### src/logic/rsi_macros.svh
`ifndef RSI_MACROS_SVH
`define RSI_MACROS_SVH

// Width of one price sample
`define RSI_PRICE_W 16

// Number of price differences kept in the window
`define RSI_PERIOD 14

// Width of a window sum, large enough for 14 full-scale differences
`define RSI_SUM_W 20

// Width of an rsi value, 0 to 100
`define RSI_OUT_W 7

// One divider stage per quotient bit
`define RSI_DIV_STAGES 7

// Trading thresholds
`define RSI_BUY_LEVEL 30
`define RSI_SELL_LEVEL 70

`endif

### src/logic/rsi_pkg.sv
`include "rsi_macros.svh"

package rsi_pkg;

    // One price sample from the feed
    typedef logic [`RSI_PRICE_W-1:0] price_t;

    // Running gain or loss sum, also used for a single buffered entry
    typedef logic [`RSI_SUM_W-1:0] sum_t;

    // Relative strength index, 0 to 100
    typedef logic [`RSI_OUT_W-1:0] rsi_t;

    // Gain sum scaled by 100 ahead of the division
    // Top bits line up with the sum width, low bits with the quotient
    typedef logic [`RSI_SUM_W+`RSI_DIV_STAGES-1:0] dividend_t;

endpackage

### src/logic/price_window.sv
`include "rsi_macros.svh"

module price_window
    import rsi_pkg::*;
(
    input  logic   clk,
    input  logic   reset,
    input  price_t price,
    input  logic   price_valid,
    input  logic   eod,
    output logic   sums_valid,
    output sum_t   gain_sum,
    output sum_t   total_sum
);

    localparam int PERIOD = `RSI_PERIOD;
    localparam int PTR_W  = $clog2(PERIOD);
    localparam int CNT_W  = $clog2(PERIOD + 1);

    // Circular window of gains and losses
    sum_t gain_buf [PERIOD];
    sum_t loss_buf [PERIOD];

    logic [PTR_W-1:0] wr_ptr;
    logic [CNT_W-1:0] fill_cnt;
    logic [CNT_W-1:0] fill_next;

    price_t prev_price;
    logic   prev_set;

    sum_t gain_acc;
    sum_t loss_acc;
    sum_t new_gain;
    sum_t new_loss;
    sum_t old_gain;
    sum_t old_loss;

    logic take;
    logic push;
    logic window_full;

    // A sample arriving with eod is dropped
    assign take = price_valid && !eod;
    assign push = take && prev_set;
    assign window_full = (fill_cnt == CNT_W'(PERIOD));

    always_comb begin
        if (price > prev_price) begin
            new_gain = sum_t'(price - prev_price);
            new_loss = '0;
        end else begin
            new_gain = '0;
            new_loss = sum_t'(prev_price - price);
        end
        // Entry under the write pointer only counts once the window has wrapped
        old_gain  = window_full ? gain_buf[wr_ptr] : '0;
        old_loss  = window_full ? loss_buf[wr_ptr] : '0;
        fill_next = window_full ? fill_cnt : fill_cnt + CNT_W'(1);
    end

    always_ff @(posedge clk) begin
        if (take) begin
            prev_price <= price;
        end
        if (push) begin
            gain_buf[wr_ptr] <= new_gain;
            loss_buf[wr_ptr] <= new_loss;
        end
    end

    always_ff @(posedge clk or posedge reset) begin
        if (reset) begin
            prev_set   <= 1'b0;
            wr_ptr     <= '0;
            fill_cnt   <= '0;
            gain_acc   <= '0;
            loss_acc   <= '0;
            sums_valid <= 1'b0;
        end else if (eod) begin
            // End of day restarts the warm-up
            prev_set   <= 1'b0;
            wr_ptr     <= '0;
            fill_cnt   <= '0;
            gain_acc   <= '0;
            loss_acc   <= '0;
            sums_valid <= 1'b0;
        end else begin
            sums_valid <= 1'b0;
            if (take) begin
                prev_set <= 1'b1;
            end
            if (push) begin
                gain_acc   <= gain_acc - old_gain + new_gain;
                loss_acc   <= loss_acc - old_loss + new_loss;
                wr_ptr     <= (wr_ptr == PTR_W'(PERIOD - 1)) ? '0 : wr_ptr + PTR_W'(1);
                fill_cnt   <= fill_next;
                sums_valid <= (fill_next == CNT_W'(PERIOD));
            end
        end
    end

    assign gain_sum  = gain_acc;
    assign total_sum = gain_acc + loss_acc;

    // The divider relies on a quotient of at most 100
    a_gain_within_total: assert property (
        @(posedge clk) disable iff (reset)
        sums_valid |-> (gain_sum <= total_sum)
    );

endmodule

### src/logic/rsi_divider.sv
`include "rsi_macros.svh"

module rsi_divider
    import rsi_pkg::*;
(
    input  logic clk,
    input  logic reset,
    input  logic sums_valid,
    input  sum_t gain_sum,
    input  sum_t total_sum,
    output logic quot_valid,
    output rsi_t quotient
);

    localparam int STAGES = `RSI_DIV_STAGES;
    localparam int SUM_W  = $bits(sum_t);
    localparam int DVD_W  = $bits(dividend_t);
    localparam rsi_t NEUTRAL_RSI = rsi_t'(50);

    // Rank 0 is the input register, ranks 1 to STAGES resolve one bit each
    logic [STAGES:0] vld;
    logic zero_q [0:STAGES];
    sum_t rem_q  [0:STAGES];
    sum_t dvs_q  [0:STAGES];
    // Holds the unused dividend bits on top and the quotient bits below
    rsi_t quo_q  [0:STAGES];

    logic [SUM_W:0] trial [1:STAGES];
    logic           fits  [1:STAGES];

    dividend_t dividend;
    logic      total_zero;

    assign dividend   = dividend_t'(gain_sum) * dividend_t'(100);
    assign total_zero = (total_sum == '0);

    always_ff @(posedge clk or posedge reset) begin
        if (reset) begin
            vld <= '0;
        end else begin
            vld <= {vld[STAGES-1:0], sums_valid};
        end
    end

    // Shift the next dividend bit into the remainder and try the divisor
    always_comb begin
        for (int k = 1; k <= STAGES; k++) begin
            trial[k] = {rem_q[k-1], quo_q[k-1][STAGES-1]};
            fits[k]  = (trial[k] >= {1'b0, dvs_q[k-1]});
        end
    end

    always_ff @(posedge clk) begin
        zero_q[0] <= total_zero;
        dvs_q[0]  <= total_sum;
        if (total_zero) begin
            // No movement at all reads as neutral
            rem_q[0] <= '0;
            quo_q[0] <= NEUTRAL_RSI;
        end else begin
            rem_q[0] <= dividend[DVD_W-1 -: SUM_W];
            quo_q[0] <= dividend[STAGES-1:0];
        end

        for (int k = 1; k <= STAGES; k++) begin
            zero_q[k] <= zero_q[k-1];
            dvs_q[k]  <= dvs_q[k-1];
            if (zero_q[k-1]) begin
                rem_q[k] <= rem_q[k-1];
                quo_q[k] <= quo_q[k-1];
            end else if (fits[k]) begin
                rem_q[k] <= SUM_W'(trial[k] - {1'b0, dvs_q[k-1]});
                quo_q[k] <= {quo_q[k-1][STAGES-2:0], 1'b1};
            end else begin
                rem_q[k] <= trial[k][SUM_W-1:0];
                quo_q[k] <= {quo_q[k-1][STAGES-2:0], 1'b0};
            end
        end
    end

    assign quot_valid = vld[STAGES];
    assign quotient   = quo_q[STAGES];

    // Holds only while the upstream gain never exceeds the total
    for (genvar k = 1; k <= STAGES; k++) begin : g_rem_check
        a_rem_below_divisor: assert property (
            @(posedge clk) disable iff (reset)
            (vld[k] && !zero_q[k]) |-> (rem_q[k] < dvs_q[k])
        );
    end

endmodule

### src/logic/rsi_top.sv
`include "rsi_macros.svh"

module rsi_top
    import rsi_pkg::*;
(
    input  logic   clk,
    input  logic   reset,
    input  price_t price,
    input  logic   price_valid,
    input  logic   eod,
    output logic   rsi_valid,
    output rsi_t   rsi,
    output logic   buy,
    output logic   sell
);

    // Window to divider
    logic sums_valid;
    sum_t gain_sum;
    sum_t total_sum;

    // Divider to decision stage
    logic quot_valid;
    rsi_t quotient;

    price_window price_window_i (
        .clk         (clk),
        .reset       (reset),
        .price       (price),
        .price_valid (price_valid),
        .eod         (eod),
        .sums_valid  (sums_valid),
        .gain_sum    (gain_sum),
        .total_sum   (total_sum)
    );

    rsi_divider rsi_divider_i (
        .clk        (clk),
        .reset      (reset),
        .sums_valid (sums_valid),
        .gain_sum   (gain_sum),
        .total_sum  (total_sum),
        .quot_valid (quot_valid),
        .quotient   (quotient)
    );

    signal_decision signal_decision_i (
        .clk        (clk),
        .reset      (reset),
        .quot_valid (quot_valid),
        .quotient   (quotient),
        .rsi_valid  (rsi_valid),
        .rsi        (rsi),
        .buy        (buy),
        .sell       (sell)
    );

endmodule

### src/logic/signal_decision.sv
`include "rsi_macros.svh"

module signal_decision
    import rsi_pkg::*;
(
    input  logic clk,
    input  logic reset,
    input  logic quot_valid,
    input  rsi_t quotient,
    output logic rsi_valid,
    output rsi_t rsi,
    output logic buy,
    output logic sell
);

    localparam rsi_t BUY_LEVEL  = rsi_t'(`RSI_BUY_LEVEL);
    localparam rsi_t SELL_LEVEL = rsi_t'(`RSI_SELL_LEVEL);
    localparam rsi_t RSI_MAX    = rsi_t'(100);

    always_ff @(posedge clk) begin
        if (quot_valid) begin
            rsi <= quotient;
        end
    end

    // Flags are qualified so they pulse together with rsi_valid
    always_ff @(posedge clk or posedge reset) begin
        if (reset) begin
            rsi_valid <= 1'b0;
            buy       <= 1'b0;
            sell      <= 1'b0;
        end else begin
            rsi_valid <= quot_valid;
            buy       <= quot_valid && (quotient < BUY_LEVEL);
            sell      <= quot_valid && (quotient > SELL_LEVEL);
        end
    end

    a_buy_sell_exclusive: assert property (
        @(posedge clk) disable iff (reset)
        !(buy && sell)
    );

    // Range depends on the sums and the divider upstream
    a_rsi_in_range: assert property (
        @(posedge clk) disable iff (reset)
        rsi_valid |-> (rsi <= RSI_MAX)
    );

endmodule

### config.mk
export PLATFORM = sky130hd
export DESIGN_NAME = rsi_top
export DESIGN_NICKNAME = d
export VERILOG_FILES = /design/src/logic/rsi_pkg.sv /design/src/logic/price_window.sv /design/src/logic/rsi_divider.sv /design/src/logic/rsi_top.sv /design/src/logic/signal_decision.sv
export VERILOG_INCLUDE_DIRS = /design/src /design/src/logic
export SDC_FILE = /design/constraint.sdc
export NUM_CORES = 2
export LEC_CHECK = 0
export BUFFER_PORTS_ARGS = -buffer_cell sky130_fd_sc_hd__buf_4
export CELL_PAD_IN_SITES_DETAIL_PLACEMENT = 1
export CELL_PAD_IN_SITES_GLOBAL_PLACEMENT = 2
export CORE_MARGIN = 1.5
export CORE_UTILIZATION = 30
export DETAILED_ROUTE_END_ITERATION = 8
export PLACE_DENSITY_LB_ADDON = 0.1
export SETUP_SLACK_MARGIN = 0.02
export SYNTH_ARGS = -nofsm -noshare
export SYNTH_HDL_FRONTEND = slang
export SYNTH_HIERARCHICAL = 1
export SYNTH_SLANG_ARGS = --single-unit
### constraint.sdc
create_clock -name clk -period 11.55 [get_ports clk]
set_input_delay 0.5775 -clock clk [delete_from_list [all_inputs] [get_ports clk]]
set_output_delay 0.5775 -clock clk [all_outputs]
set_load 0.1 [all_outputs]
==> flow_summary.toml <==
[synthesis]
avgSynthCellArea_sq_um = 12.1
synth_area_leaders = "edfxtp_1, ha_1, dfxtp_1"
synth.distinct_cells = 93
syn_area_sq_um = 47800
yosys.area.top_type = "edfxtp_1"
synth_edf_count = 668
yosysWarnings = 6
synth_top_area_frac = 0.419
synth_ff_type = "edfxtp_1"
ys_seq_area_frac = 0.523
netlist_instances = 3968
ys_async_sr_fraction = 0.0677
ys_seq_elements = 901

[sta]
tns_ps = 0
rsz0062_at_grt = "no"
setup_violations = 0
tightest_slew_ps = 1180
slew-limit-headroom = 0.213
finalCriticalPeriod_ps = 6590
fin_crit_sh = 0.570
finClkSkew_ps = 52.2
hold_viol = 0
fmax_ghz = 0.152
slew_violations = 0

[final_layout]
fill_cells = 17000
fin_nets = 4566
layout_commonest_cell = "edfxtp_1"
stdcell_count = 6348
drive_above_1_share = 0.123
syn2layout_area_growth_pct = 14.9
fin_area_sq_um = 55000
layout_common_cells = "edfxtp_1, inv_1, ha_1"
diodes = 0

[power]
ir_worst_vdd_v = 0.000136
p_per_area_nw_per_um2 = 268
p_leak_uw = 0.0209

[detailed_routing]
routed_wl_microns = 140000
ant_nets = 0
drtIter0Drc = 1652
route.vias.total = 30700
drc = 0
drtPass1Iterations = 5
viasPerCell = 4.84
routedWlPerCell_microns = 22.1

[worst_setup_path]
criticalPathCategory = "in -> reg"
r2r-end = "price_window_i/loss_acc[18]"
endpoint_kind = "register"
cp_max_fo = 19
arrival_ps = 7220
rrSetupSlack_ps = 5080
r2r_start = "price_window_i/prev_price[1]"
worstSetupStartpointType = "input pin"
reg2reg_depth = 22
crit_required_ps = 12180

[cts]
clkTransAtPathRegs_ps = 60
cts_tree = "yes"
clock_latency_ps = 740
cts.path.max_buffers = 3
postCtsSetupBuffers = 0
cts.sinks = 901
cts_resized = 0
cts-buffers-inserted = 105
htree_levels = 3
hold_buffers = 16
cts_root_buf = "clkbuf_16"

[placed_design]
gp_congestion = 0.788
dpl-instance-area_sq_um = 51100
port_buffers = 29
dp_hpwl_microns = 101000
dpl.cell_count = 6136

[grt]
antenna_found_initial = 7
grt_pass1_vias = 32600
track_usage = 0.175
grt_pass1_wl_microns = 214000
gr-total-overflow = 0
grt_max_degree = 96

[floorplanning]
core_area_sq_um = 158000
die-area_sq_um = 162000
initial_core_util = 0.302
die_h_microns = 402
io-pin-count = 30
die_x_microns = 402
rows = 146

[outcome]
status = "completed"

[flow_run]
drv_cap = 0

[min_path]
hold_path_depth = 1
worstHoldEndpoint = "price_window_i/prev_price[8]"
hp-start = "price[8]"
hold_path_class = "in -> reg"
==> synth_stat cells, drive strengths merged (65+ instances only) <==
| cell | instances |
|---|---|
| inv | 437 |
| xnor2 | 106 |
| a21oi | 193 |
| a21o | 65 |
| nor3 | 84 |
| clkbuf | 89 |
| o21ai | 171 |
| edfxtp | 668 |
| nor2 | 208 |
| nor2b | 84 |
| ha | 297 |
| mux2 | 82 |
| mux4 | 135 |
| nand2 | 268 |
| dfxtp | 172 |
==> registers in the layout, indices dropped and copies added (netlist names) <==
| signal | cells |
|---|---|
| price_window_i/prev_price | 16 |
| price_window_i/fill_cnt | 4 |
| price_window_i/loss_acc | 20 |
| rsi_divider_i/rem_q | 140 |
| rsi_divider_i/zero_q | 7 |
| price_window_i/loss_buf | 238 |
| signal_decision_i/buy | 1 |
| price_window_i/prev_set | 1 |
| price_window_i/gain_buf | 238 |
| signal_decision_i/rsi | 7 |
| signal_decision_i/sell | 1 |
| price_window_i/sums_valid | 1 |
| price_window_i/wr_ptr | 4 |
| rsi_divider_i/vld | 8 |
| price_window_i/gain_sum | 20 |
| rsi_divider_i/dvs_q | 140 |
| signal_decision_i/rsi_valid | 1 |
| rsi_divider_i/quo_q | 54 |
==> power by group <==
part,internal (uW),switching [uW]
registers,4290,487
clock network,2100,1430
logic,2650,3780
total,9030,5700
==> stage by stage <==
step / total power [uW] / setup WS [ps] / hold slack (ps) / utilization
global placement: 11400 / 4860 / 337 / 0.323
floorplan: 9410 / 6170 / 329 / -
CTS: 15100 / 5060 / 7.85 / 0.347
detailed placement: 11400 / 4780 / 336 / 0.323
global route: 15900 / 4560 / 20.1 / 0.347
finish: 14700 / 4960 / 85.2 / 0.347
==> cell families (layout without fill, tap and decap cells) <==
family,Yosys count,after routing,share of synthesized area
other cells,1,169,0.0000784
flops,901,901,0.523
simple gates,945,945,0.0977
xor+xnor,164,164,0.0303
buf+inv,583,723,0.0475
fa+ha+maj,359,359,0.104
mux,263,263,0.0926
compound gates,752,752,0.105
==> final cells by class <==
| cell class | count | area, sq um | area share |
|---|---|---|---|
| inverter | 438 | 1640 | 0.0299 |
| clock inverter | 59 | 793 | 0.0144 |
| sequential | 901 | 25000 | 0.456 |
| tap | 2072 | 2590 | 0.0472 |
| multi-input combinational | 2652 | 21300 | 0.387 |
| clock buffer | 137 | 2900 | 0.0528 |
| timing repair buffer | 89 | 721 | 0.0131 |
==> critical path, cell delays in order <==
cell and delay, ps:
dlygate4sd3_1 530, buf_4 130, inv_1 70, ha_1 330, nor2b_1 160, o31a_1 280
o311a_1 410, a2111o_1 460, a21oi_2 210, nor2_1 60, buf_4 220, nor2_1 780
inv_1 170, ha_1 330, inv_1 40, ha_1 210, fa_1 410, a21o_1 190
a21o_1 210, a211oi_1 410, o21ai_0 230, a21oi_1 300, nor2_1 140, a211o_1 280
o211ai_1 80
==> worst max path at each step <==
stage / start / to / slack, ps / depth (start not counted)
4_1_cts: price[1] / price_window_i/loss_acc[14] / 5060 / 25
2_1_floorplan: price[2] / price_window_i/loss_acc[14] / 6170 / 23
5_1_grt: price[1] / price_window_i/loss_acc[18] / 4560 / 25
3_3_place_gp: price[1] / price_window_i/loss_acc[14] / 4860 / 24
6_report: price[1] / price_window_i/loss_acc[18] / 4960 / 25
3_5_place_dp: price[1] / price_window_i/loss_acc[14] / 4780 / 24
==> per-layer routing <==
layer  vias to the layer above  global-route usage  part of all wire
li1                      14800                   -                 -
met1                     15500               0.229              0.45
met2                       277               0.309              0.51
met3                       136              0.0221             0.023
met4                         0              0.0359             0.018
met5                         -                   0                 0
Note: power is estimated with default switching activity, not from simulation.
